**src/ice_pkg.sv**
```systemverilog
package ice_pkg;

	// Width of every host character and bus byte
	localparam int byte_w = 8;

	// Command codes claimed by a peer
	// 'V'
	localparam logic [byte_w-1:0] cmd_version = 8'h56;
	// 'G'
	localparam logic [byte_w-1:0] cmd_gpio_cfg = 8'h47;
	// 'r'
	localparam logic [byte_w-1:0] cmd_gpio_read = 8'h72;

	// First byte of each response frame
	// '/'
	localparam logic [byte_w-1:0] resp_ack = 8'h2f;
	// '~'
	localparam logic [byte_w-1:0] resp_nak = 8'h7e;
	// 'V'
	localparam logic [byte_w-1:0] resp_version = 8'h56;
	// 'r'
	localparam logic [byte_w-1:0] resp_gpio_read = 8'h72;
	// 'g'
	localparam logic [byte_w-1:0] resp_gpio_event = 8'h67;

	// Longest response frame, code byte included
	localparam int max_resp_len = 4;

	// Revision reported by the basics peer
	localparam logic [byte_w-1:0] version_major = 8'h02;
	localparam logic [byte_w-1:0] version_minor = 8'h05;

endpackage

```
**src/basics_int.sv**
```systemverilog
`timescale 1ns/1ns

module basics_int (
	input  logic clk,
	input  logic arst_n,

	// Master bus
	input  logic [ice_pkg::byte_w-1:0] ma_addr,
	input  logic [ice_pkg::byte_w-1:0] ma_evt_id,
	input  logic ma_frame_valid,
	input  logic generate_nak,

	// Slave bus port
	output logic sl_arb_request,
	input  logic sl_arb_grant,
	output logic [ice_pkg::byte_w-1:0] dev_data,
	output logic dev_latch,
	output logic dev_tail
);

	import ice_pkg::*;

	logic frame_valid_q;
	logic frame_end;
	logic [byte_w-1:0] frame_cmd;
	logic [byte_w-1:0] frame_id;
	logic take;
	logic pend;
	logic is_nak;
	logic [byte_w-1:0] resp_id;
	logic [1:0] byte_cnt;
	logic [1:0] last_byte;

	assign frame_end = frame_valid_q && !ma_frame_valid;
	// Version query or NAK, unless another response is in flight
	assign take = frame_end && (generate_nak || (frame_cmd == cmd_version)) &&
		!(sl_arb_request && !dev_tail);

	// Command and id of the open frame
	always_ff @(posedge clk) begin
		if (ma_frame_valid) begin
			frame_cmd <= ma_addr;
			frame_id <= ma_evt_id;
		end
		if (take) begin
			is_nak <= generate_nak;
			resp_id <= frame_id;
		end
	end

	always_ff @(posedge clk or negedge arst_n) begin
		if (!arst_n) begin
			frame_valid_q <= 1'b0;
			sl_arb_request <= 1'b0;
			pend <= 1'b0;
			byte_cnt <= '0;
		end else begin
			frame_valid_q <= ma_frame_valid;
			if (dev_latch) begin
				byte_cnt <= dev_tail ? '0 : byte_cnt + 1'b1;
			end
			// Request drops the cycle after the tail
			if (dev_tail) begin
				sl_arb_request <= 1'b0;
				pend <= 1'b0;
			end
			if (take) begin
				pend <= 1'b1;
			end
			if (!sl_arb_request && (pend || take)) begin
				sl_arb_request <= 1'b1;
			end
		end
	end

	// NAK is two bytes, version four
	assign last_byte = is_nak ? 2'd1 : 2'd3;
	assign dev_latch = sl_arb_request && sl_arb_grant;
	assign dev_tail = dev_latch && (byte_cnt == last_byte);

	always_comb begin
		case (byte_cnt)
			2'd0: dev_data = is_nak ? resp_nak : resp_version;
			2'd1: dev_data = resp_id;
			2'd2: dev_data = version_major;
			default: dev_data = version_minor;
		endcase
	end

endmodule

```
**config.mk**
```make
export PLATFORM = sky130hd
export DESIGN_NAME = basics_int
export DESIGN_NICKNAME = d
export VERILOG_FILES = /design/src/ice_pkg.sv /design/src/basics_int.sv
export SDC_FILE = /design/constraint.sdc
export NUM_CORES = 1
export LEC_CHECK = 0
export ABC_AREA = 0
export BUFFER_PORTS_ARGS = -buffer_cell sky130_fd_sc_hd__buf_4
export CORE_AREA = 4 4 54 56
export CTS_CLUSTER_DIAMETER = 200
export CTS_CLUSTER_SIZE = 25
export DETAILED_ROUTE_END_ITERATION = 6
export DIE_AREA = 0 0 58 60
export MAX_ROUTING_LAYER = met4
export PLACE_DENSITY = 0.73
export SYNTH_ARGS = -nofsm -noshare
export SYNTH_HDL_FRONTEND = slang
export SYNTH_SLANG_ARGS = --single-unit
```
**constraint.sdc**
```tcl
create_clock -name clk -period 2.3 [get_ports clk]
set_input_delay 0 -clock clk [delete_from_list [all_inputs] [get_ports clk]]
set_output_delay 0 -clock clk [all_outputs]
set_load 0.01 [all_outputs]
```
==> summary.md <==
| Metric | Value |
|---|---|
| # port buffers | `31` |
| Hold Buf Count CTS | `19` |
| Critical path's slowest cell | `edfxtp_1` |
| WL final | `2040 um` |
| FMAX | `590 MHz` |
| HPWL Detailed | `1360 um` |
| Total CTS buffers | `5` |
| Die Width | `58 um` |
| DRC violations left | `0` |
| Starting DRT DRC Count | `14` |
| Post-Syn Nets | `96` |
| CP Launch Point | `frame_cmd[5]` |
| Ratio of cells with drive above 1 in the final layout | `31.3%` |
| Grt met1 use | `13.6%` |
| Synth cell types | `21` |
| Worst R2R Start | `frame_cmd[5]` |
| Maxcap violations | `0` |
| Req. time, crit path | `2.32 ns` |
| Buffers plus inverters on the worst setup path | `1` |
| Leak pwr | `0.000698 uW` |
| Die ar. | `3480 um^2` |
| FP Rows | `18` |
| Vias in the first global route | `794` |
| R2R Setup Slk | `0.60 ns` |
| Ant. Diodes | `0` |
| R2R cell count | `4` |
| Via Count | `741` |
| Clock Tree Root | `clkbuf_4` |
| Layout Nets | `153` |
| Max incr delay on CP | `0.38 ns` |
| Sequential-to-total area share from yosys stat | `76.8%` |
| Top delay family on crit path | `compound AO/OA/AOI/OAI gates` |
| Placer Congestion | `0.781` |
| Reg2reg end | `resp_id[7]` |
| Htree depth | `2` |
| Max clock buf depth | `2` |
| Most Crowded Layer GR | `met2` |
| Initial core utilization | `46.9%` |
| Startpoint types | `flop` |
| Synth Register Bits | `30` |
| DR pass1 iterations | `3` |
| Pre-CTS setup slack | `0.588 ns` |
| Clock Latency Late Sink | `0.31 ns` |
| Final min period | `1.70 ns` |
| Final hold violations | `0` |
| HP Class | `in2async` |
| CP arrival | `1.71 ns` |
| Critical path class | `reg2reg` |
| Clock transition at path regs | `0.08 ns` |
| TNS Setup | `0 ns` |
| Util after Layout | `67.8%` |
| Sink Count | `30` |
| CP max FO | `10` |
| Worst rel slew slack | `82.0%` |
| Setup violations, final | `0` |
| Die Y | `60 um` |
| Layout Cell Area excl Fill | `1650 um^2` |
| Post-CTS Setup Inserts | `0` |
| Tcrit/Tclk final | `73.7%` |
| Largest net degree at the start of global routing | `20` |
| Slew @ Worst Pin | `0.267 ns` |
| Synth-to-Final Area Change | `44.6%` |
| Min setup slack post-route | `0.604 ns` |
| DR vias/cell | `4.69` |
| Post-Syn Area | `1140 um^2` |
| Status | `complete, no violations` |
| M3 GR Usage | `6.48%` |
| Clock Skews | `0.00903 ns` |
| Cts repair resizes | `0` |
| Core box area | `2430 um^2` |
| CTS tree | `built` |
| Mean Syn Cell Area | `16.1 um^2` |
| VDD IR max | `605 uV` |
| Slew Limit Fails | `0` |
| Gate Count Post-Synth | `71` |
| Power per Cell Area | `933 nW/um^2` |
| Number of synthesis warnings | `0` |
| All-Layer GR Usage | `14.5%` |
| Worst hold slack | `0.0172 ns` |
| Antenna violations before repair | `0` |
| ANT nets after route | `0` |
| Worst Setup End Kind | `flop` |
| Placed Area | `1420 um^2` |
| First-pass GRT wire length | `3430 um` |
| Met2 Use GR | `24.5%` |
| GRT overflow | `0` |
| RSZ-0062 raised after global routing | `false` |
| Total I/O pin count | `32` |
| WL/cell | `12.9 um` |
| Cell Chain, Critical Path | `nor4bb_1 -> a21oi_1 -> a2111oi_2 -> buf_4` |
[worst max-delay path by stage]
stage,end,slack (ns),cells after the start
detailed placement,resp_id[7],0.59,4
finish,resp_id[7],0.60,4
floorplan,is_nak,0.35,3
global placement,resp_id[3],0.68,4
CTS,resp_id[7],0.57,4
global route,resp_id[3],0.50,4
[Yosys cell counts]
library cell / n / share of area [%]
and4bb_2: 1 / 1.1
a21o_1: 2 / 1.3
xnor2_1: 1 / 0.77
a211o_1: 1 / 0.77
xor2_1: 1 / 0.77
inv_1: 5 / 1.6
nand2_1: 4 / 1.3
nor3_1: 1 / 0.44
edfxtp_1: 25 / 66
dfrtp_1: 5 / 11
ha_1: 4 / 4.4
o31a_1: 1 / 0.77
nand3_1: 2 / 0.88
a2111oi_2: 1 / 1.3
nor2_1: 5 / 1.6
or3_2: 1 / 0.66
and2_1: 1 / 0.55
a211oi_1: 1 / 0.66
nor4bb_1: 1 / 0.88
clkbuf_1: 1 / 0.33
a21oi_1: 7 / 3.1
[power breakdown]
group | switching, uW | leakage (uW) | internal (uW)
Sequential | 58.5 | 0.000296 | 662
Clock | 153 | 0.0000254 | 115
Combinational | 260 | 0.000377 | 291
Total | 472 | 0.000698 | 1070
[cells by family after synthesis]
family,after synthesis,synth area share [%]
DFF,30,76.8
and+or+nand+nor,16,7.46
AOI/OAI and AO/OA,13,7.89
buffers and inverters,6,1.97
adders and majority gates,4,4.39
xor gates and xnor gates,2,1.54
[per-stage QoR]
stage	cells	power, uW
floorplan	71	1010
global placement	132	1240
detailed placement	132	1260
CTS	158	1560
global route	158	1650
finish	158	1540
[layout make-up]
class,instances,area [um^2]
Clock buffer,7,45.0
Timing Repair Buffer,51,430
Sequential cell,30,876
Tap cell,30,37.5
Inverter,5,18.8
Fill cell,170,782
Multi-Input combinational cell,35,243
[sequential cells by signal (all words and copies together), names as in the netlist]
| register | flops |
|---|---|
| byte_cnt | 2 |
| frame_cmd | 8 |
| frame_id | 8 |
| frame_valid_q | 1 |
| is_nak | 1 |
| pend | 1 |
| resp_id | 8 |
| sl_arb_request | 1 |
[cell usage in the layout, fill, tap and decap left out, types with 2 or more instances in the layout]
cell / n
a21oi_1: 7
dlygate4sd3_1: 19
clkbuf_4: 5
a21o_1: 2
inv_1: 5
nand3_1: 2
dfrtp_1: 5
edfxtp_1: 25
ha_1: 4
nor2_1: 5
clkbuf_1: 2
nand2_1: 4
buf_4: 32
[worst reg2reg max path, cell delays in order (launching register included)]
cell and delay [ns]:
edfxtp_1 0.38, nor4bb_1 0.31, a21oi_1 0.14, a2111oi_2 0.34
buf_4 0.24
[routing by layer]
layer / routed length (um) / vias to the layer above
met5: 0 / -
met4: 9 / 0
met3: 136 / 2
met2: 1120 / 28
met1: 775 / 338
li1: - / 373
Note: power is estimated with default switching activity, not from simulation.
