## src/ice_pkg.sv

```systemverilog
package ice_pkg;

	// Width of every host character and bus byte
	localparam int byte_w = 8;

	// Command codes claimed by a peer
	// 'V'
	localparam logic [byte_w-1:0] cmd_version = 8'h56;
	// 'G'
	localparam logic [byte_w-1:0] cmd_gpio_cfg = 8'h47;
	// 'r'
	localparam logic [byte_w-1:0] cmd_gpio_read = 8'h72;

	// First byte of each response frame
	// '/'
	localparam logic [byte_w-1:0] resp_ack = 8'h2f;
	// '~'
	localparam logic [byte_w-1:0] resp_nak = 8'h7e;
	// 'V'
	localparam logic [byte_w-1:0] resp_version = 8'h56;
	// 'r'
	localparam logic [byte_w-1:0] resp_gpio_read = 8'h72;
	// 'g'
	localparam logic [byte_w-1:0] resp_gpio_event = 8'h67;

	// Longest response frame, code byte included
	localparam int max_resp_len = 4;

	// Revision reported by the basics peer
	localparam logic [byte_w-1:0] version_major = 8'h02;
	localparam logic [byte_w-1:0] version_minor = 8'h05;

endpackage

```

## src/ice_bus_controller.sv

```systemverilog
`timescale 1ns/1ns

module ice_bus_controller #(
	parameter int NUM_DEV = 2,
	parameter int RESP_FIFO_DEPTH = 16
) (
	input  logic clk,
	input  logic arst_n,

	// Host byte stream
	input  logic [ice_pkg::byte_w-1:0] rx_char,
	input  logic rx_char_valid,
	output logic [ice_pkg::byte_w-1:0] tx_char,
	output logic tx_char_valid,
	input  logic tx_char_ready,

	// Master bus toward all peers
	output logic [ice_pkg::byte_w-1:0] ma_addr,
	output logic [ice_pkg::byte_w-1:0] ma_evt_id,
	output logic [ice_pkg::byte_w-1:0] ma_data,
	output logic ma_data_valid,
	output logic ma_frame_valid,
	output logic generate_nak,

	// Arbitrated slave bus
	input  logic [ice_pkg::byte_w-1:0] sl_data,
	input  logic sl_latch,
	input  logic sl_tail,
	output logic sl_hold,

	// Time tagging
	input  logic ctr_incr,
	output logic [ice_pkg::byte_w-1:0] global_counter
);

	import ice_pkg::*;

	// Parser states, in frame byte order
	localparam logic [1:0] st_cmd = 2'd0;
	localparam logic [1:0] st_id = 2'd1;
	localparam logic [1:0] st_len = 2'd2;
	localparam logic [1:0] st_payload = 2'd3;

	localparam int ptr_w = (RESP_FIFO_DEPTH > 1) ? $clog2(RESP_FIFO_DEPTH) : 1;
	localparam int cnt_w = $clog2(RESP_FIFO_DEPTH + 1);
	// Fill level above which a longest response may not fit
	localparam logic [cnt_w-1:0] hold_level = cnt_w'(RESP_FIFO_DEPTH - max_resp_len);
	localparam logic [cnt_w-1:0] full_level = cnt_w'(RESP_FIFO_DEPTH);
	localparam int min_depth = NUM_DEV * max_resp_len;

	logic [1:0] state;
	logic [byte_w-1:0] len_left;
	logic end_pend;
	logic nak_pend;
	logic claimed;

	logic [byte_w-1:0] fifo_mem [RESP_FIFO_DEPTH];
	logic [ptr_w-1:0] wr_ptr;
	logic [ptr_w-1:0] rd_ptr;
	logic [cnt_w-1:0] fifo_cnt;
	logic fifo_wr;
	logic fifo_rd;
	logic in_frame;

	// Room for one full response per peer
	if (RESP_FIFO_DEPTH < min_depth) begin : g_depth_check
		$error("Response FIFO too shallow for %0d peers", NUM_DEV);
	end

	// Some peer answers this command
	assign claimed = (ma_addr == cmd_version) || (ma_addr == cmd_gpio_cfg) ||
		(ma_addr == cmd_gpio_read);

	// Frame parser control
	always_ff @(posedge clk or negedge arst_n) begin
		if (!arst_n) begin
			state <= st_cmd;
			len_left <= '0;
			end_pend <= 1'b0;
			nak_pend <= 1'b0;
			ma_data_valid <= 1'b0;
			ma_frame_valid <= 1'b0;
			generate_nak <= 1'b0;
		end else begin
			ma_data_valid <= 1'b0;
			generate_nak <= 1'b0;
			// Frame end, one cycle after the last byte
			if (end_pend) begin
				end_pend <= 1'b0;
				ma_frame_valid <= 1'b0;
				generate_nak <= nak_pend;
			end
			if (rx_char_valid) begin
				case (state)
					st_cmd: state <= st_id;
					st_id: state <= st_len;
					st_len: begin
						ma_frame_valid <= 1'b1;
						nak_pend <= !claimed;
						len_left <= rx_char;
						// Empty frame ends right away
						if (rx_char == '0) begin
							end_pend <= 1'b1;
							state <= st_cmd;
						end else begin
							state <= st_payload;
						end
					end
					default: begin
						ma_data_valid <= 1'b1;
						len_left <= len_left - 1'b1;
						if (len_left == 8'd1) begin
							end_pend <= 1'b1;
							state <= st_cmd;
						end
					end
				endcase
			end
		end
	end

	// Master bus fields
	always_ff @(posedge clk) begin
		if (rx_char_valid) begin
			case (state)
				st_cmd: ma_addr <= rx_char;
				st_id: ma_evt_id <= rx_char;
				st_payload: ma_data <= rx_char;
				default: ;
			endcase
		end
	end

	// Response FIFO, drained straight to the host
	assign fifo_wr = sl_latch && (fifo_cnt != full_level);
	assign fifo_rd = tx_char_ready && (fifo_cnt != '0);
	assign tx_char_valid = fifo_rd;
	assign tx_char = fifo_mem[rd_ptr];
	// No new grant while space is short or a frame is still arriving
	assign sl_hold = in_frame || (fifo_cnt > hold_level);

	always_ff @(posedge clk) begin
		if (fifo_wr) begin
			fifo_mem[wr_ptr] <= sl_data;
		end
	end

	always_ff @(posedge clk or negedge arst_n) begin
		if (!arst_n) begin
			wr_ptr <= '0;
			rd_ptr <= '0;
			fifo_cnt <= '0;
			in_frame <= 1'b0;
		end else begin
			if (fifo_wr) begin
				wr_ptr <= (wr_ptr == ptr_w'(RESP_FIFO_DEPTH - 1)) ? '0 : wr_ptr + 1'b1;
			end
			if (fifo_rd) begin
				rd_ptr <= (rd_ptr == ptr_w'(RESP_FIFO_DEPTH - 1)) ? '0 : rd_ptr + 1'b1;
			end
			case ({fifo_wr, fifo_rd})
				2'b10: fifo_cnt <= fifo_cnt + 1'b1;
				2'b01: fifo_cnt <= fifo_cnt - 1'b1;
				default: ;
			endcase
			// Open from first byte until the tail byte
			if (sl_latch) begin
				in_frame <= !sl_tail;
			end
		end
	end

	// Global event counter, wraps
	always_ff @(posedge clk or negedge arst_n) begin
		if (!arst_n) begin
			global_counter <= '0;
		end else if (ctr_incr) begin
			global_counter <= global_counter + 1'b1;
		end
	end

endmodule

```

## config.mk

```make
export PLATFORM = sky130hd
export DESIGN_NAME = ice_bus_controller
export DESIGN_NICKNAME = d
export VERILOG_FILES = /design/src/ice_pkg.sv /design/src/ice_bus_controller.sv
export SDC_FILE = /design/constraint.sdc
export NUM_CORES = 1
export LEC_CHECK = 0
export BUFFER_PORTS_ARGS = -buffer_cell sky130_fd_sc_hd__buf_2
export CAP_MARGIN = 5
export CORE_AREA = 2 2 144 146
export CTS_CLUSTER_SIZE = 24
export DETAILED_ROUTE_END_ITERATION = 8
export DIE_AREA = 0 0 146 148
export GPL_ROUTABILITY_DRIVEN = 0
export HOLD_SLACK_MARGIN = 0.05
export SYNTH_ARGS = -nofsm -noshare
export SYNTH_HDL_FRONTEND = slang
export SYNTH_SLANG_ARGS = --single-unit
```

## constraint.sdc

```tcl
create_clock -name clk -period 2.6 [get_ports clk]
set_input_delay 0.13 -clock clk [delete_from_list [all_inputs] [get_ports clk]]
set_output_delay 0.13 -clock clk [all_outputs]
set_load 0.1 [all_outputs]
```

==> summary.txt, run 1 <==
Clock tree
  • CTS sink count: around 190
  • Cts bufs inserted: 17
  • Clk_lat worst skew: approximately 0.43 ns
  • CTS tree: yes
  • Longest Clk Path Bufs: 2
  • H-Tree Depth: 4
  • Root Driver: clkbuf_16
  • Clock transition at path regs: around 0.070 ns

Synthesis
  • Synth top area cells: edfxtp_1 (59%), dfrtp_1 (12%), mux4_2 (4.7%)
  • Cell count after synthesis: between 400 and 500
  • Main flop type after synthesis: edfxtp_1
  • Syn Std Cell Area: 7730 um2
  • Yosys cell types: between 40 and 50
  • Register bit total from synthesis: 189
  • Net count after synthesis: between 500 and 600
  • Post-Syn Area per Cell: 15.5 um2
  • Warnings, synthesis: 0
  • Post-synth ARST share: 19.6%
  • Synth top area share: 59.1%
  • Largest area contributor in the netlist: edfxtp_1
  • Sequential-to-total area share from yosys stat: 71.1%
  • Post-synth EDFFs: 152

Outcome
  • Run status: complete, but fails checks
  • Failing checks: negative setup slack

Global route
  • First-pass GRT wire length: around 26 mm
  • Vias in the first global route: between 4000 and 5000
  • Initial antenna violation count: 0
  • Overall Global Routing Usage: approximately 16%
  • GRT overflow: 0
  • Largest net degree at the start of global routing: 54

Power and ir drop
  • Sw Ratio: a little over two fifths
  • Logic pwr share: a little over two fifths
  • Switching Power: roughly 4.8 mW
  • Leak Pwr: between 3 and 4 nW
  • Int Power: ~6.5 mW
  • Power density over the cells: between 1000 and 1500 nW/um2
  • Peak VDD IR: roughly 0.00086 V
  • Clock Power Share: between 20% and 30%
  • Reg power frac: 35.7%

Route
  • Residual DRC: 0
  • Total length of routed wires: about 17 mm
  • Via count: 4531
  • Via density per instance: between 5 and 6
  • Number of DRC markers in iteration 0: approximately 300
  • Detailed-router iteration count before antenna repair: 5
  • DRT antenna net count: 0
  • Routed wire length per instance: approximately 19 um

Floorplan
  • CORE AREA: approximately 20000 um2
  • I/O pins: between 60 and 70
  • Vert. Die Dim: ~150 um
  • Cell Rows: 52
  • Die Wd: 146 um
  • Starting Density: slightly below 40%
  • Die area: 21600 um2

Critical path
  • Worst Path Arrival: 2.99 ns
  • Delay-heaviest family, CP: simple AND/OR/NAND/NOR gates
  • Critical Path RT: around 2.9 ns
  • Crit path cell chain: or4_4, o21a_1, inv_2, ha_4, inv_2, fa_2, nor2b_1, o21ai_2, nand3_1, or3b_4, xnor2_1
  • Worst setup SP type: register
  • Buf/Inv on CP: 2
  • CP Class: register to register
  • Worst path slowest cell: or4_4
  • Worst Setup End Kind: register
  • Most frequent CP cell: inv_2
  • CP max stage delay: around 0.55 ns
  • Critical path peak fanout: 3

STA
  • Final hold violation count: 0
  • Final-report max-slew violation count: 0
  • Min Clock Period, post-route: between 2 and 3 ns
  • Fmax: between 300 and 400 MHz
  • Final setup skew: 0.00815 ns
  • Final setup viols: 1
  • Hold WS: ~0.094 ns
  • RSZ-0062 raised after global routing: yes
  • Worst rel slew slack: a little under two fifths
  • Slew @ Worst Pin: between 0.9 and 1 ns
  • Tcrit/Tclk final: 103%
  • Worst Slack Setup Final: -0.0716 ns

Final layout
  • Antenna diodes: 0
  • Fin nets: between 600 and 700
  • Layout cell share with drive strength beyond 1: between 20 and 30%
  • Most frequent cells in the layout: edfxtp_1 (152), buf_2 (59), dfrtp_1 (35), nand2_1 (34), buf_4 (34)
  • Commonest non-fill, non-tap cell in the layout: edfxtp_1
  • Final Cell Area: roughly 9400 um2
  • Fin util: a little under half
  • Fin cells: a little under 900
  • Synthesis-to-finish area growth: 21.5%

Placement
  • Placed Instance Area: between 8000 and 9000 um2
  • DP HPWL: 10.7 mm
  • Port buffer count: 67
  • Dpl cells: roughly 840

Min path
  • HP Class: primary input to register

Run
  • Max_cap viols: 0
cells by family (layout without fill, tap and decap cells):
| kind of cell | after synthesis | after routing | synth area share [%] |
|---|---|---|---|
| muxes | 51 | 51 | 9.34 |
| AOI/OAI and AO/OA | 89 | 89 | 7.19 |
| adders and majority gates | 13 | 13 | 2.20 |
| and+or+nand+nor | 104 | 104 | 6.41 |
| DFF | 189 | 189 | 71.1 |
| buffers and inverters | 37 | 157 | 2.20 |
| xor gates and xnor gates | 14 | 14 | 1.59 |
per-layer routing:
layer	up-vias	global-route usage, %	routed length, um
met5	-	0	0
met4	0	5.83	243
met3	18	3.24	607
met2	93	26.9	8710
met1	2308	20.7	7230
li1	2112	-	-
final timing paths:
| kind | from | end | slack (ns) | cells after the start |
|---|---|---|---|---|
| max | fifo_cnt[1] | fifo_cnt[4] | -0.07 | 11 |
| min | sl_data[1] | fifo_mem[13][1] | 0.09 | 1 |
| max reg2reg | fifo_cnt[1] | fifo_cnt[4] | -0.07 | 11 |
| min reg2reg | global_counter[7] | global_counter[7] | 0.49 | 1 |
| max in group asynchronous | arst_n | rd_ptr[0] | 1.64 | 2 |
| min in group asynchronous | arst_n | state[1] | 0.35 | 2 |
what timing repair did:
action / 4_1_cts / 5_1_grt
pin swaps: 4 / 1
gates resized for setup: 16 / 11
hold buffers: 13 / 0
gates cloned: 0 / 2
buffers inserted: 2 / 1
hold endpoints to repair: 69 / 0
setup endpoints to repair: 9 / 10
Yosys cell counts, drive strengths merged (2+ instances only):
master	n
a21o	4
a21oi	22
a221oi	8
a22oi	9
a31oi	2
and2	2
and3	3
buf	12
clkbuf	10
dfrtp	37
edfxtp	152
ha	12
inv	15
mux2	9
mux2i	26
mux4	16
nand2	35
nand2b	4
nand3	8
nand4	3
nor2	30
nor2b	3
nor3	7
nor4	4
o21ai	33
o22ai	2
xnor2	9
xor2	5
layout make-up:
type	count	area, um2
Clock buffer	17	425
Clock inverter	15	144
Fill cell	1781	10700
Inverter	15	60.1
Multi-Input combinational cell	271	2160
Sequential cell	189	5490
Tap cell	270	338
Timing Repair Buffer	110	769
stage by stage:
stage	setup WS (ns)	total power [mW]	setup TNS (ns)
2_1_floorplan	-0.623	7.56	-1.30
3_3_place_gp	-0.116	8.49	-0.116
3_5_place_dp	-0.194	8.61	-0.194
4_1_cts	-0.0956	11.3	-0.112
5_1_grt	-0.179	11.9	-0.179
6_report	-0.0716	11.4	-0.0716
worst reg2reg max path, delay by kind of cell, from the launching register on:
kind                       cells  cell delay [ns]
and+or+nand+nor                4             1.14
adders and majority gates      2             0.49
DFF                            1             0.38
AOI/OAI and AO/OA              2             0.29
buffers and inverters          2             0.13
xor gates and xnor gates       1             0.13
power groups by stage:
stage	combinational, mW	sequential, mW	clock, mW
after floorplan	2.98	4.57	0
after global placement	4.43	4.06	0
after detailed placement	4.52	4.10	0
after CTS	4.69	4.04	2.56
after global routing	5.13	4.12	2.67
final	4.81	4.06	2.51
flip-flops by register name (all words and copies together), names as in the netlist:
name and cells:
ma_data_valid 1, state 2, end_pend 1, ma_addr 8
len_left 8, in_frame 1, nak_pend 1, global_counter 8
ma_frame_valid 1, fifo_mem 128, fifo_cnt 5, ma_data 8
ma_evt_id 8, rd_ptr 4, wr_ptr 4, generate_nak 1
Power figures use the tool's default switching activity.
==> run 2: changes to the inputs <==
Settings changed: PLACE_DENSITY_LB_ADDON set to 0.05.
==> run 2 against run 1 <==
Compared with the run above:
- the run still ends with negative setup slack left
- die area unchanged
- flip-flop and latch count unchanged
- clock-buffer cell count unchanged
- sequential share of layout area decreased by 0.68 points
- clock power increased by 2%
- largest cell class unchanged
==> summary.txt, run 2 (synthesis gave the netlist of run 1 again) <==
Route
  • Routed wire length per instance: 18.9 um (about the same)
  • DRT antenna net count: 0 (unchanged)
  • Total length of routed wires: 16.9 mm (was 16.8 mm)
  • Via count: 4487 (was 4531)
  • Via density per instance: 5.01 (was 5.11)
  • Number of DRC markers in iteration 0: 261 (was 296)
  • Residual DRC: 0 (unchanged)
  • Detailed-router iteration count before antenna repair: 4 (was 5)

Outcome
  • Run status: complete, but fails checks (unchanged)
  • Failing checks: negative setup slack (unchanged)

Final layout
  • Filler cells: 1807 (was 1781)
  • Fin util: 47.4% (was 46.8%)
  • Commonest non-fill, non-tap cell in the layout: edfxtp_1 (unchanged)
  • Synthesis-to-finish area growth: 22.9% (was 21.5%)
  • Max reg flops: 128 (unchanged)
  • Most frequent cells in the layout: edfxtp_1 (152), buf_2 (59), dfrtp_1 (36), buf_4 (35), nand2_1 (34) (was edfxtp_1 (152), buf_2 (59), dfrtp_1 (35), nand2_1 (34), buf_4 (34))
  • Layout cell share with drive strength beyond 1: 28.2% (was 28.7%)
  • Top reg by flops: fifo_mem (unchanged)
  • Antenna diodes: 0 (unchanged)
  • Fin nets: 648 (was 640)

Power and ir drop
  • Peak VDD IR: 0.000899 V (was 0.000858 V)
  • Int Power: 6.86 mW (was 6.53 mW)
  • Leak Pwr: 3.51 nW (was 3.45 nW)
  • Power density over the cells: 1240 nW/um2 (was 1210 nW/um2)
  • Sw Ratio: 41.6% (was 42.6%)
  • Switching Power: 4.89 mW (was 4.84 mW)
  • Reg power frac: 34.9% (was 35.7%)
  • Logic pwr share: 43.5% (was 42.3%)
  • Clock Power Share: 21.7% (was 22.0%)

STA
  • Fmax: 377 MHz (was 374 MHz)
  • Worst Slack Setup Final: -0.0512 ns (was -0.0716 ns)
  • Slew @ Worst Pin: 0.927 ns (was 0.925 ns)
  • Final hold violation count: 0 (unchanged)
  • Final setup viols: 1 (unchanged)
  • RSZ-0062 raised after global routing: yes (unchanged)
  • Tcrit/Tclk final: 102% (was 103%)
  • Min Clock Period, post-route: 2.65 ns (was 2.67 ns)
  • Worst rel slew slack: 38.0% (was 38.1%)
  • Final setup skew: 0.0106 ns (was 0.00815 ns)
  • Final-report max-slew violation count: 0 (unchanged)
  • Setup TNS: -0.0512 ns (was -0.0716 ns)

Placement
  • DP HPWL: 11.1 mm (was 10.7 mm)
  • Port buffer count: 67 (unchanged)

Global route
  • Largest net degree at the start of global routing: 38 (was 54)
  • Overall Global Routing Usage: 16.3% (was 16.0%)
  • First-pass GRT wire length: 26.4 mm (was 26.3 mm)
  • Initial antenna violation count: 0 (unchanged)
  • Vias in the first global route: 4617 (was 4678)
  • GRT overflow: 0 (unchanged)

Clock tree
  • Clock transition at path regs: 0.08 ns (was 0.07 ns)
  • Cts bufs inserted: 17 (unchanged)
  • Longest Clk Path Bufs: 2 (unchanged)
  • CTS tree: yes (unchanged)
  • Root Driver: clkbuf_16 (unchanged)
  • H-Tree Depth: 4 (unchanged)
  • CTS sink count: 189 (unchanged)
  • Clk_lat worst skew: 0.43 ns (about the same)

Floorplan
  • CORE AREA: 20000 um2 (unchanged)
  • Die area: 21600 um2 (unchanged)
  • Starting Density: 38.6% (unchanged)
  • I/O pins: 68 (unchanged)
  • Cell Rows: 52 (unchanged)
  • Die Wd: 146 um (unchanged)
  • Vert. Die Dim: 148 um (unchanged)

Critical path
  • Critical path peak fanout: 4 (was 3)
  • Critical Path RT: 2.92 ns (about the same)
  • Worst Setup End Kind: register (unchanged)
  • Worst Path Arrival: 2.97 ns (was 2.99 ns)
  • CP Class: register to register (unchanged)
  • Worst setup SP type: register (unchanged)

Run
  • Max_cap viols: 0 (unchanged)

Min path
  • HP Class: primary input to register (unchanged)
-- run 2: cell count changes in the layout (fill, tap and decap cells not counted), sizes merged --
cell	previous run	this run
clkbuf	19	20
buf	95	102
clkinvlp	1	2
inv	24	23
-- run 2: power by group through the flow --
stage	combinational, mW	sequential [mW]	clock (mW)
after floorplan	2.98	4.57	0
after global placement	4.88	4.14	0
after detailed placement	4.92	4.17	0
after CTS	4.96	4.11	2.63
after global routing	5.46	4.16	2.74
final	5.11	4.10	2.55
-- run 2: metrics by stage --
stage,cells,hold WS [ns],area (um2),setup WS (ns),power [mW]
after floorplan,497,-0.166,7750,-0.623,7.56
after global placement,837,0.304,8620,-0.140,9.02
after detailed placement,837,0.303,8620,-0.166,9.08
after CTS,884,0.0832,9370,-0.0685,11.7
after global routing,895,0.0815,9500,-0.172,12.4
final,895,0.102,9500,-0.0512,11.8
-- run 2: cell type report --
| cell class | instances | area [um2] | area share, % |
|---|---|---|---|
| flip-flops and latches | 189 | 5490 | 57.8 |
| multi-input cells | 271 | 2120 | 22.3 |
| repair buffers | 118 | 893 | 9.40 |
| clock buffers | 17 | 425 | 4.48 |
| well taps | 270 | 338 | 3.56 |
| clock inverters | 15 | 168 | 1.77 |
| inverters | 15 | 62.6 | 0.659 |
-- run 2: worst paths after layout --
path	start	cells after the start	to	slack [ns]
hold / removal	sl_data[3]	1	fifo_mem[6][3]	0.10
min in group asynchronous	arst_n	2	fifo_cnt[3]	0.35
setup / recovery	fifo_cnt[1]	11	fifo_cnt[4]	-0.05
max in group asynchronous	arst_n	2	rd_ptr[0]	1.62
setup reg to reg	fifo_cnt[1]	11	fifo_cnt[4]	-0.05
hold reg to reg	end_pend	1	ma_frame_valid	0.46
-- run 2: metal layers --
layer | vias to the layer above | part of all wire (%) | track usage (%)
met5 | - | 0 | 0
met1 | 2246 | 43 | 20.3
met4 | 0 | 1.1 | 4.51
met3 | 13 | 3.7 | 3.55
met2 | 98 | 52 | 28.7
li1 | 2130 | - | -
-- run 2: critical path, cell delays in order, from the launching register on --
cell and delay [ns]:
dfrtp_1 0.40, or4_4 0.56, o21a_1 0.21, inv_2 0.07, ha_4 0.17, inv_4 0.04, fa_2 0.33, nor2b_1 0.11
o21ai_1 0.08, nand3_1 0.08, or3b_1 0.35, xnor2_1 0.13
-- run 2: repair_timing --
action,CTS,global route
hold buffers,13,0
resized for setup,6,6
endpoints found under the hold margin,69,0
pin swaps,4,1
setup buffers,2,10
gates cloned,0,1
setup endpoints to repair,5,9
