<file path="src/ice_pkg.sv">
package ice_pkg;

	// Width of every host character and bus byte
	localparam int byte_w = 8;

	// Command codes claimed by a peer
	// 'V'
	localparam logic [byte_w-1:0] cmd_version = 8'h56;
	// 'G'
	localparam logic [byte_w-1:0] cmd_gpio_cfg = 8'h47;
	// 'r'
	localparam logic [byte_w-1:0] cmd_gpio_read = 8'h72;

	// First byte of each response frame
	// '/'
	localparam logic [byte_w-1:0] resp_ack = 8'h2f;
	// '~'
	localparam logic [byte_w-1:0] resp_nak = 8'h7e;
	// 'V'
	localparam logic [byte_w-1:0] resp_version = 8'h56;
	// 'r'
	localparam logic [byte_w-1:0] resp_gpio_read = 8'h72;
	// 'g'
	localparam logic [byte_w-1:0] resp_gpio_event = 8'h67;

	// Longest response frame, code byte included
	localparam int max_resp_len = 4;

	// Revision reported by the basics peer
	localparam logic [byte_w-1:0] version_major = 8'h02;
	localparam logic [byte_w-1:0] version_minor = 8'h05;

endpackage

</file>
<file path="src/gpio_int.sv">
`timescale 1ns/1ns

module gpio_int #(
	parameter int GPIO_W = 8
) (
	input  logic clk,
	input  logic arst_n,

	// Pins and pin control
	input  logic [GPIO_W-1:0] gpio_in,
	output logic [GPIO_W-1:0] gpio_level,
	output logic [GPIO_W-1:0] gpio_direction,
	output logic gpio_int_enable_hit,

	// Master bus
	input  logic [ice_pkg::byte_w-1:0] ma_addr,
	input  logic [ice_pkg::byte_w-1:0] ma_evt_id,
	input  logic [ice_pkg::byte_w-1:0] ma_data,
	input  logic ma_data_valid,
	input  logic ma_frame_valid,
	input  logic [ice_pkg::byte_w-1:0] global_counter,

	// Slave bus port
	output logic sl_arb_request,
	input  logic sl_arb_grant,
	output logic [ice_pkg::byte_w-1:0] dev_data,
	output logic dev_latch,
	output logic dev_tail
);

	import ice_pkg::*;

	logic frame_valid_q;
	logic frame_end;
	logic [byte_w-1:0] frame_cmd;
	logic [byte_w-1:0] frame_id;
	logic [1:0] pay_idx;
	logic [GPIO_W-1:0] int_enable;
	logic [GPIO_W-1:0] gpio_q;
	logic [GPIO_W-1:0] rise;
	logic cmd_take;
	logic cmd_pend;
	logic evt_pend;
	logic cmd_is_read;
	logic [byte_w-1:0] cmd_id;
	logic [byte_w-1:0] cmd_val;
	logic [byte_w-1:0] evt_stamp;
	logic [byte_w-1:0] evt_val;
	logic send_evt;
	logic [1:0] byte_cnt;
	logic [1:0] last_byte;
	logic start_cmd;
	logic start_evt;

	assign frame_end = frame_valid_q && !ma_frame_valid;
	// Dropped only while a command frame is still being sent
	assign cmd_take = frame_end &&
		((frame_cmd == cmd_gpio_cfg) || (frame_cmd == cmd_gpio_read)) &&
		!(sl_arb_request && !send_evt && !dev_tail);

	// Edges on enabled pins; one event outstanding at a time
	assign rise = gpio_in & ~gpio_q & int_enable;
	assign gpio_int_enable_hit = (|rise) && !evt_pend;

	// Command responses go before events
	assign start_cmd = !sl_arb_request && (cmd_pend || cmd_take);
	assign start_evt = !sl_arb_request && !start_cmd && (evt_pend || gpio_int_enable_hit);

	always_ff @(posedge clk) begin
		if (ma_frame_valid) begin
			frame_cmd <= ma_addr;
			frame_id <= ma_evt_id;
		end
		if (cmd_take) begin
			cmd_is_read <= (frame_cmd == cmd_gpio_read);
			cmd_id <= frame_id;
			cmd_val <= byte_w'(gpio_in);
		end
		// Stamp with the counter value after this increment
		if (gpio_int_enable_hit) begin
			evt_stamp <= global_counter + 1'b1;
			evt_val <= byte_w'(gpio_in);
		end
	end

	always_ff @(posedge clk or negedge arst_n) begin
		if (!arst_n) begin
			frame_valid_q <= 1'b0;
			pay_idx <= '0;
			gpio_level <= '0;
			gpio_direction <= '0;
			int_enable <= '0;
			gpio_q <= '0;
			cmd_pend <= 1'b0;
			evt_pend <= 1'b0;
			send_evt <= 1'b0;
			sl_arb_request <= 1'b0;
			byte_cnt <= '0;
		end else begin
			frame_valid_q <= ma_frame_valid;
			gpio_q <= gpio_in;
			// Payload bytes: level, direction, interrupt enable
			if (!ma_frame_valid) begin
				pay_idx <= '0;
			end else if (ma_data_valid && (pay_idx != 2'd3)) begin
				pay_idx <= pay_idx + 1'b1;
			end
			if (ma_data_valid && (ma_addr == cmd_gpio_cfg)) begin
				case (pay_idx)
					2'd0: gpio_level <= GPIO_W'(ma_data);
					2'd1: gpio_direction <= GPIO_W'(ma_data);
					2'd2: int_enable <= GPIO_W'(ma_data);
					default: ;
				endcase
			end
			if (dev_latch) begin
				byte_cnt <= dev_tail ? '0 : byte_cnt + 1'b1;
			end
			if (dev_tail) begin
				sl_arb_request <= 1'b0;
				if (send_evt) begin
					evt_pend <= 1'b0;
				end else begin
					cmd_pend <= 1'b0;
				end
			end
			// Sets after the tail clear so a new one survives
			if (cmd_take) begin
				cmd_pend <= 1'b1;
			end
			if (gpio_int_enable_hit) begin
				evt_pend <= 1'b1;
			end
			if (start_cmd || start_evt) begin
				sl_arb_request <= 1'b1;
				send_evt <= start_evt;
			end
		end
	end

	// Ack is two bytes, read and event three
	assign last_byte = (!send_evt && !cmd_is_read) ? 2'd1 : 2'd2;
	assign dev_latch = sl_arb_request && sl_arb_grant;
	assign dev_tail = dev_latch && (byte_cnt == last_byte);

	always_comb begin
		case (byte_cnt)
			2'd0: dev_data = send_evt ? resp_gpio_event :
				(cmd_is_read ? resp_gpio_read : resp_ack);
			2'd1: dev_data = send_evt ? evt_stamp : cmd_id;
			default: dev_data = send_evt ? evt_val : cmd_val;
		endcase
	end

endmodule

</file>
<file path="config.mk">
export PLATFORM = sky130hd
export DESIGN_NAME = gpio_int
export DESIGN_NICKNAME = d
export VERILOG_FILES = /design/src/ice_pkg.sv /design/src/gpio_int.sv
export SDC_FILE = /design/constraint.sdc
export NUM_CORES = 1
export LEC_CHECK = 0
export ABC_AREA = 0
export BUFFER_PORTS_ARGS = -buffer_cell sky130_fd_sc_hd__buf_2
export CAP_MARGIN = 10
export CORE_ASPECT_RATIO = 0.5
export CORE_MARGIN = 2
export CORE_UTILIZATION = 54
export CTS_CLUSTER_DIAMETER = 120
export DETAILED_ROUTE_END_ITERATION = 10
export PLACE_DENSITY = 0.74
export SKIP_CTS_REPAIR_TIMING = 1
export SLEW_MARGIN = 5
export SYNTH_ARGS = -nofsm -noshare
export SYNTH_HDL_FRONTEND = slang
export SYNTH_SLANG_ARGS = --single-unit
export TNS_END_PERCENT = 20
</file>
<file path="constraint.sdc">
create_clock -name clk -period 3.1 [get_ports clk]
set_input_delay 0.62 -clock clk [delete_from_list [all_inputs] [get_ports clk]]
set_output_delay 0.62 -clock clk [all_outputs]
set_load 0.03 [all_outputs]
</file>
==> flow_metrics.py, run 1 <==
metrics = {
    "placed_design": {
        "io_buffers": 72,
        "dp_slack_ns": 0.573,
        "routabilityCongestion": 0.794,
        "hpwlAfterDp_microns": 4980,
        "dp.cells": 394,
    },
    "logic_synthesis": {
        "syn-num-nets": 287,
        "ys_seq_elements": 90,
        "synth.cell_area_sq_mm": 0.00366,
        "synth.avg_cell_area_sq_um": 15.6,
        "synthTopCellsByArea": "edfxtp_1, dfrtp_1, mux2_2",
        "yosysSeqAreaShare_pct": 68.1,
        "ys_types": 48,
        "netlist.area_leader.share_pct": 40.2,
        "ys_warn_count": 0,
        "yosysTopAreaCell": "edfxtp_1",
        "async_flop_share_pct": 45.6,
        "synthCells": 235,
        "synth-edff-count": 49,
        "synth_top_flop_cell": "edfxtp_1",
    },
    "grt": {
        "grt_use_total_pct": 20.7,
        "met1_usage_pct": 27.1,
        "gr-usage-met3_pct": 9.10,
        "grt_util_met2_pct": 32.3,
        "grt_pass1_vias": 2184,
        "grt_overflow_total": 0,
        "grt_max_degree": 42,
        "antenna_found_initial": 0,
        "grt_pass1_wl_microns": 11300,
        "busiest_layer": "met2",
    },
    "floorplanning": {
        "io-pin-count": 73,
        "start_util_pct": 55.3,
        "rows": 21,
        "die_h_microns": 62.3,
        "die_w_microns": 121,
        "die-area_sq_mm": 0.00750,
        "core_sq_mm": 0.00662,
    },
    "min_path": {
        "hp-class": "in -> async",
    },
    "layout": {
        "diodes": 0,
        "layout-drive-gt1-share_pct": 36.8,
        "regArea_sq_mm": 0.00250,
        "final_cells": 410,
        "mostFrequentLayoutCells": "buf_2, edfxtp_1, dfrtp_1",
        "multiInputGateArea_sq_mm": 0.00109,
        "fill_cells": 488,
        "mostFrequentLayoutCell": "buf_2",
        "final_net_count": 365,
        "areaGrowthSynthToFinish_pct": 20.8,
    },
    "critical_path": {
        "cp.required_ns": 2.48,
        "ff2ff_path_depth": 7,
        "r2r_slack_ns": 0.53,
        "worst-setup-path-type": "reg -> out",
        "r2r-end": "cmd_val[4]",
        "path_max_fanout": 14,
        "worst_setup_path_end_kind": "output pin",
        "critPathSlowestCell": "dfrtp_1",
        "start_kind": "flop",
        "cp.arrival_ns": 2.28,
        "reg2reg_from": "send_evt",
        "crit_path_max_incr_delay_ns": 0.58,
        "crit_chain": "buf_4, or3b_1, o22ai_1, and2_1, buf_2",
    },
    "cts": {
        "cts_made_buffers": 9,
        "cts_tree": "done",
        "htreeDepth": 3,
        "clockBufferDepth": 2,
        "cts_sinks": 90,
        "clk_latency_ns": 0.34,
        "cts-root-buf": "clkbuf_16",
        "clkSlewWorstSetupHoldPaths_ns": 0.06,
    },
    "pwr": {
        "leakagePower_uw": 0.00195,
        "ir_drop_mv": 0.355,
        "power.density_mw_per_mm2": 737,
    },
    "sta": {
        "slew_violations": 0,
        "tns_ns": 0,
        "hold_viol_final": 0,
        "skew_ns": 0.00713,
        "relSlewSlack_pct": 42.2,
        "tightestPinTransition_ns": 0.867,
        "setup_violations": 0,
        "rsz0062_at_grt": "false",
        "period_needed_ns": 2.90,
        "finalWorstSetupSlack_ns": 0.197,
        "fin_crit_sh_pct": 93.7,
        "clock.fmax_mhz": 344,
        "hold_ws_ns": 0.391,
    },
    "drt": {
        "routedWlPerCell_microns": 17.2,
        "drt_iter0_drc": 176,
        "drtPass1Iterations": 4,
        "drt-total-wl_microns": 7070,
        "vias_per_cell": 5.31,
        "ant_nets": 0,
        "num_vias": 2176,
        "drc": 0,
    },
    "job": {
        "cap_violations": 0,
    },
    "status": {
        "status": "finished clean",
    },
}
worst max path at each step:
stage | startpoint | cells after the start | to
after global placement | send_evt | 5 | dev_tail
final | send_evt | 5 | dev_tail
after CTS | send_evt | 5 | dev_tail
after detailed placement | send_evt | 7 | cmd_id[1]
after floorplan | byte_cnt[0] | 4 | dev_data[6]
after global routing | send_evt | 5 | dev_tail
routing by layer:
metal	share of wire, %	routed length [microns]
met5	0	0
met4	0.88	62
met3	7.8	552
met2	48	3410
met1	43	3050
cells by family after synthesis:
| group | synth area share, % |
|---|---|
| simple gates | 8.40 |
| fa+ha+maj | 2.39 |
| compound gates | 5.91 |
| flops | 68.1 |
| mux | 11.4 |
| xor+xnor | 1.67 |
| buf+inv | 2.08 |
synth_stat cells (all sizes together) (6+ instances only):
master / count
a21oi: 6
nor2: 7
or2: 6
dfrtp: 41
nand2: 15
ha: 7
inv: 8
mux2i: 8
edfxtp: 49
mux2: 26
through the flow:
stage	util, %	area (sq um)	total power, uW
floorplan	-	3660	1950
global placement	62.2	4120	2120
detailed placement	62.2	4120	2150
CTS	66.9	4430	3290
global route	66.9	4430	3410
finish	66.9	4430	3260
worst max-delay path, delay by kind of cell, from the launching register on:
family / cells / cell delay (ns)
AO/OA/AOI/OAI: 1 / 0.15
flip-flops: 1 / 0.58
buffers and inverters: 2 / 0.53
AND/OR/NAND/NOR: 2 / 0.68
area by class of cell:
cell class | instances | share of cell area, %
Sequential cell | 90 | 56.4
Multi-Input combinational cell | 129 | 24.6
Timing Repair Buffer | 75 | 8.65
Clock buffer | 10 | 5.17
Tap cell | 92 | 2.60
Clock inverter | 6 | 1.84
Inverter | 8 | 0.678
power by group:
part	internal (uW)	total (uW)	switching (uW)
Clock	700	1130	425
Combinational	279	734	455
Sequential	1330	1400	69.2
Total	2310	3260	950
No activity file was read; power rests on OpenSTA's default activity.
==> run 2: changes to the inputs <==
Settings changed: ABC_AREA 0 to 1, CORE_UTILIZATION 54 to 55, PLACE_DENSITY 0.74 to 0.75.
==> run 2 against run 1 <==
Design area rose by 1.5%. First-iteration DRC count grew 30%. Combinational power increased by 14%. Fmax rose by 5.2%. Area after synthesis increased by 3.4%. Critical path type unchanged. Critical endpoint is now dev_data[4]. Largest power group unchanged.
==> flow_metrics.py, run 2 <==
metrics = {
    "grt": {
        "grt_use_total_pct": 22.2,
        "grt_max_degree": 42,
        "grt_overflow_total": 0,
        "grt_pass1_vias": 2566,
        "antenna_found_initial": 0,
        "grt_pass1_wl_microns": 12500,
    },
    "logic_synthesis": {
        "synth_top_family_by_area": "simple AND/OR/NAND/NOR gates",
        "yosysMostFrequentCell": "nand2_1",
        "syn-num-nets": 373,
        "yosysSeqAreaShare_pct": 65.9,
        "synth_mux_area_share_pct": 0,
        "synth-edff-count": 49,
        "synth_xor_area_share_pct": 1.39,
        "async_flop_share_pct": 45.6,
        "synth_common_cells": "nand2_1, edfxtp_1, dfrtp_1",
        "synthCells": 321,
        "synth_compound_area_share_pct": 11.1,
        "yosysTopAreaCell": "edfxtp_1",
        "ys_types": 27,
        "ys_seq_elements": 90,
        "netlist.area_leader.share_pct": 38.8,
        "synth_fa_ha_area_share_pct": 2.31,
        "ys_warn_count": 0,
        "synth_top_flop_cell": "edfxtp_1",
        "synth.cell_area_sq_mm": 0.00379,
        "yosys.area_share.simple_pct": 14.3,
        "synthTopCellsByArea": "edfxtp_1, dfrtp_1, o21ai_2",
        "synth.avg_cell_area_sq_um": 11.8,
    },
    "pwr": {
        "power_uw": 3210,
        "ir_drop_mv": 0.316,
        "power.density_mw_per_mm2": 715,
        "leakagePower_uw": 0.00205,
    },
    "sta": {
        "finalWorstSetupSlack_ns": 0.340,
        "rsz0062_at_grt": "false",
        "clock.fmax_mhz": 362,
        "period_needed_ns": 2.76,
        "setup_violations": 0,
        "relSlewSlack_pct": 37.5,
        "tightestPinTransition_ns": 0.938,
        "hold_ws_ns": 0.419,
        "slew_violations": 0,
        "skew_ns": 0.00672,
        "fin_crit_sh_pct": 89.0,
        "tns_ns": 0,
        "hold_viol_final": 0,
    },
    "drt": {
        "vias_per_cell": 5.18,
        "ant_nets": 0,
        "drtPass1Iterations": 5,
        "drt_iter0_drc": 228,
        "drc": 0,
        "drt-total-wl_microns": 7560,
        "routedWlPerCell_microns": 15.2,
        "num_vias": 2567,
    },
    "critical_path": {
        "crit_start": "byte_cnt[0]",
        "r2r_slack_ns": 0.75,
        "worst_setup_path_end_kind": "output pin",
        "path_max_fanout": 8,
        "critPathSlowestCell": "nor2_1",
        "reg2reg_from": "send_evt",
        "crit_path_max_incr_delay_ns": 0.39,
        "crit_chain": "inv_1, ha_1, nor2_1, o21ai_0, o221ai_1, buf_2",
        "r2r-end": "cmd_val[6]",
        "start_kind": "flop",
        "cp.required_ns": 2.48,
        "ff2ff_path_depth": 8,
        "worst-setup-path-type": "reg -> out",
        "cp.arrival_ns": 2.14,
    },
    "floorplanning": {
        "die-area_sq_mm": 0.00761,
        "io-pin-count": 73,
        "start_util_pct": 56.8,
        "rows": 21,
        "core_sq_mm": 0.00667,
        "die_h_microns": 62.7,
        "die_w_microns": 121,
    },
    "layout": {
        "final_cells": 496,
        "layout-drive-gt1-share_pct": 31.7,
        "mostFrequentLayoutCells": "buf_2, nand2_1, edfxtp_1",
        "diodes": 0,
        "final_net_count": 451,
        "areaGrowthSynthToFinish_pct": 18.5,
        "mostFrequentLayoutCell": "buf_2",
    },
    "placed_design": {
        "io_buffers": 72,
        "dp.cells": 480,
        "hpwlAfterDp_microns": 5510,
        "routabilityCongestion": 0.887,
        "dp_slack_ns": 0.746,
    },
    "cts": {
        "cts_sinks": 90,
        "cts_tree": "done",
        "clockBufferDepth": 2,
        "htreeDepth": 3,
        "clkSlewWorstSetupHoldPaths_ns": 0.06,
        "clk_latency_ns": 0.34,
        "cts_made_buffers": 9,
        "cts-root-buf": "clkbuf_16",
    },
    "min_path": {
        "hp-class": "reg -> reg",
        "hold_start": "frame_id[0]",
        "whs_path_depth": 0,
        "min_to": "cmd_id[0]",
    },
    "status": {
        "status": "finished clean",
    },
    "job": {
        "cap_violations": 0,
    },
}
## run 2: cell count changes after synthesis, sizes merged, moves of 5 or more
cell	change
inv	+29
nand3b	+5
o21ai	+42
nor2	+26
mux2	-26
o221ai	+7
nand3	+9
or2	-6
clkbuf	-5
nand2	+42
mux2i	-8
## run 2: where the power goes
group	total (uW)	switching, uW	internal (uW)
Clock	979	435	544
Sequential	1400	60.5	1330
Combinational	837	591	246
## run 2: area by class of cell
cell class	instances	area [sq um]
sequential	90	2500
clock buffer	10	229
tap	92	115
fill	492	2180
clock inverter	6	37.5
multi-input combinational	187	1100
timing repair buffer	74	375
inverter	37	139
## run 2: logic make-up after synthesis
logic type               count (synthesis)
AND/OR/NAND/NOR                        115
flip-flops                              90
AO/OA/AOI/OAI                           59
buffers and inverters                   44
adder cells (fa/ha/maj)                  7
XOR/XNOR                                 6
## run 2: worst max-delay path, delay by kind of cell, from the launching register on
kind / cells / cell delay (ns)
AO/OA/AOI/OAI: 2 / 0.43
AND/OR/NAND/NOR: 1 / 0.39
flip-flops: 1 / 0.37
buffers and inverters: 2 / 0.33
adder cells (fa/ha/maj): 1 / 0.28
## run 2: per-layer routing
metal | global-route usage [%] | up-vias | share of wire (%)
met5 | 0 | - | 0
met1 | 29.3 | 1221 | 44
li1 | - | 1246 | -
met3 | 6.75 | 15 | 6.8
met4 | 11.2 | 0 | 2.2
met2 | 33.8 | 85 | 47
## run 2: how the worst max path moves through the flow
stage                          endpoint  slack [ns]  cells after the start
floorplan           gpio_int_enable_hit        0.43                      4
global placement               dev_tail        0.85                      6
detailed placement          dev_data[3]        0.75                      6
CTS                         dev_data[3]        0.38                      6
global route                dev_data[4]        0.17                      4
finish                      dev_data[4]        0.34                      6
## run 2: metrics by stage
stage	utilization [%]	area, sq um
after floorplan	-	3790
after global placement	63.3	4230
after detailed placement	63.3	4230
after CTS	67.3	4490
after global routing	67.3	4490
final	67.3	4490
==> run 3: changes to the inputs <==
Settings changed: BUFFER_PORTS_ARGS -buffer_cell sky130_fd_sc_hd__buf_2 to -buffer_cell sky130_fd_sc_hd__buf_4.
==> run 3 against run 2 <==
Flip-flop and latch count unchanged. Total power up 5.1%. Design area grew 4.8%. Via count unchanged. Die area unchanged. Combinational power rose by 9.4%. Count of clock-buffer cells in the layout is 3 higher. First-iteration DRC count up 28%. Critical path depth down 2. Sequential power barely moved. Global-route usage is 0.32 points lower. Sequential share of layout area down 2.5 points.
==> flow_metrics.py, run 3 (synthesis results as in run 2) <==
metrics = {
    "status": {
        "status": "finished clean",
    },
    "floorplanning": {
        "start_util_pct": 56.8,
        "die-area_sq_mm": 0.00761,
        "core_sq_mm": 0.00667,
        "die_h_microns": 62.7,
        "die_w_microns": 121,
        "io-pin-count": 73,
        "rows": 21,
    },
    "pwr": {
        "combPwrFrac_pct": 27.1,
        "p_seq_share_pct": 41.4,
        "leakagePower_uw": 0.00210,
        "p_sw_share_pct": 32.0,
        "power.density_mw_per_mm2": 717,
        "clkPwrFrac_pct": 31.5,
        "intPower_uw": 2290,
        "ir_drop_mv": 0.321,
        "p_sw_uw": 1080,
    },
    "critical_path": {
        "worst-setup-path-type": "reg -> out",
        "ff2ff_path_depth": 8,
        "r2r-end": "cmd_val[6]",
        "path_max_fanout": 21,
        "crit_start": "send_evt",
        "cp.arrival_ns": 2.14,
        "cp.required_ns": 2.48,
        "start_kind": "flop",
        "worst_setup_path_end_kind": "output pin",
        "r2r_slack_ns": 0.75,
        "reg2reg_from": "send_evt",
        "critPathCapture": "dev_data[4]",
    },
    "grt": {
        "grt_use_total_pct": 21.9,
        "grt_pass1_vias": 2499,
        "grt_overflow_total": 0,
        "grt_pass1_wl_microns": 12400,
        "antenna_found_initial": 0,
        "grt_max_degree": 42,
    },
    "cts": {
        "cts_tree": "done",
        "clkSlewWorstSetupHoldPaths_ns": 0.06,
        "clockBufferDepth": 2,
        "htreeDepth": 3,
        "cts_made_buffers": 9,
        "cts_sinks": 90,
        "clk_latency_ns": 0.33,
        "cts-root-buf": "clkbuf_16",
    },
    "drt": {
        "drt-total-wl_microns": 7660,
        "num_vias": 2567,
        "drt_iter0_drc": 291,
        "drc": 0,
        "drtPass1Iterations": 4,
        "routedWlPerCell_microns": 15.4,
        "vias_per_cell": 5.18,
        "ant_nets": 0,
    },
    "placed_design": {
        "dp_slack_ns": 0.750,
        "routabilityCongestion": 0.887,
        "hpwlAfterDp_microns": 5460,
        "place_area_sq_mm": 0.00441,
        "io_buffers": 72,
    },
    "min_path": {
        "hp-class": "in -> async",
    },
    "sta": {
        "slew_violations": 0,
        "tns_ns": 0,
        "setup_violations": 0,
        "fin_crit_sh_pct": 89.0,
        "rsz0062_at_grt": "false",
        "finalWorstSetupSlack_ns": 0.341,
        "hold_ws_ns": 0.268,
        "tightestPinTransition_ns": 0.577,
        "skew_ns": 0.00514,
        "period_needed_ns": 2.76,
        "clock.fmax_mhz": 362,
        "hold_viol_final": 0,
        "relSlewSlack_pct": 61.5,
    },
    "layout": {
        "final_area_sq_mm": 0.00471,
        "mostFrequentLayoutCells": "buf_4, nand2_1, edfxtp_1",
        "mostFrequentLayoutCell": "buf_4",
        "final_net_count": 451,
        "diodes": 0,
        "fin_util_pct": 70.6,
        "fill_cells": 484,
        "multiInputGateArea_sq_mm": 0.00110,
        "areaGrowthSynthToFinish_pct": 24.2,
        "layout-drive-gt1-share_pct": 31.4,
        "regArea_sq_mm": 0.00250,
    },
    "job": {
        "cap_violations": 0,
    },
}
## run 3: cell count changes in the layout (fill, tap and decap cells not counted), sizes merged
cell / change
clkbuf: +3
clkinv: +1
inv: -4
## run 3: power by group through the flow
stage,Clock [uW],Sequential [uW],Combinational (uW)
after floorplan,0,1410,583
after global placement,0,1410,880
after detailed placement,0,1420,912
after CTS,1080,1400,916
after global routing,1130,1410,988
final,1060,1400,916
## run 3: layout make-up
type	instances	area share, %
Clock buffer	13	6.00
Inverter	37	2.95
Multi-Input combinational cell	187	23.4
Clock inverter	3	0.399
Tap cell	92	2.44
Timing Repair Buffer	74	11.8
Sequential cell	90	53.0
## run 3: worst min path at each step
| stage | from | to | slack [ns] |
|---|---|---|---|
| after floorplan | arst_n | byte_cnt[0] | 0.32 |
| final | arst_n | byte_cnt[1] | 0.27 |
| after global routing | arst_n | evt_pend | 0.30 |
| after detailed placement | frame_id[0] | cmd_id[0] | 0.41 |
| after CTS | arst_n | evt_pend | 0.27 |
| after global placement | frame_id[2] | cmd_id[2] | 0.40 |
## run 3: per-stage QoR
step	instances	total power, uW
finish	496	3380
global route	496	3530
CTS	496	3400
detailed placement	480	2330
global placement	480	2290
floorplan	321	1990
## run 3: per-layer routing
| metal | vias to the layer above | GRT usage, % | wire length [microns] |
|---|---|---|---|
| li1 | 1254 | - | - |
| met1 | 1223 | 30.3 | 3490 |
| met2 | 82 | 33.6 | 3630 |
| met3 | 8 | 7.03 | 456 |
| met4 | 0 | 6.47 | 81 |
| met5 | - | 0 | 0 |
## run 3: worst max-delay path: stages (launching register included)
cell	delay (ns)
dfrtp_1	0.70
inv_1	0.44
o21ai_0	0.33
o221ai_1	0.14
buf_4	0.19
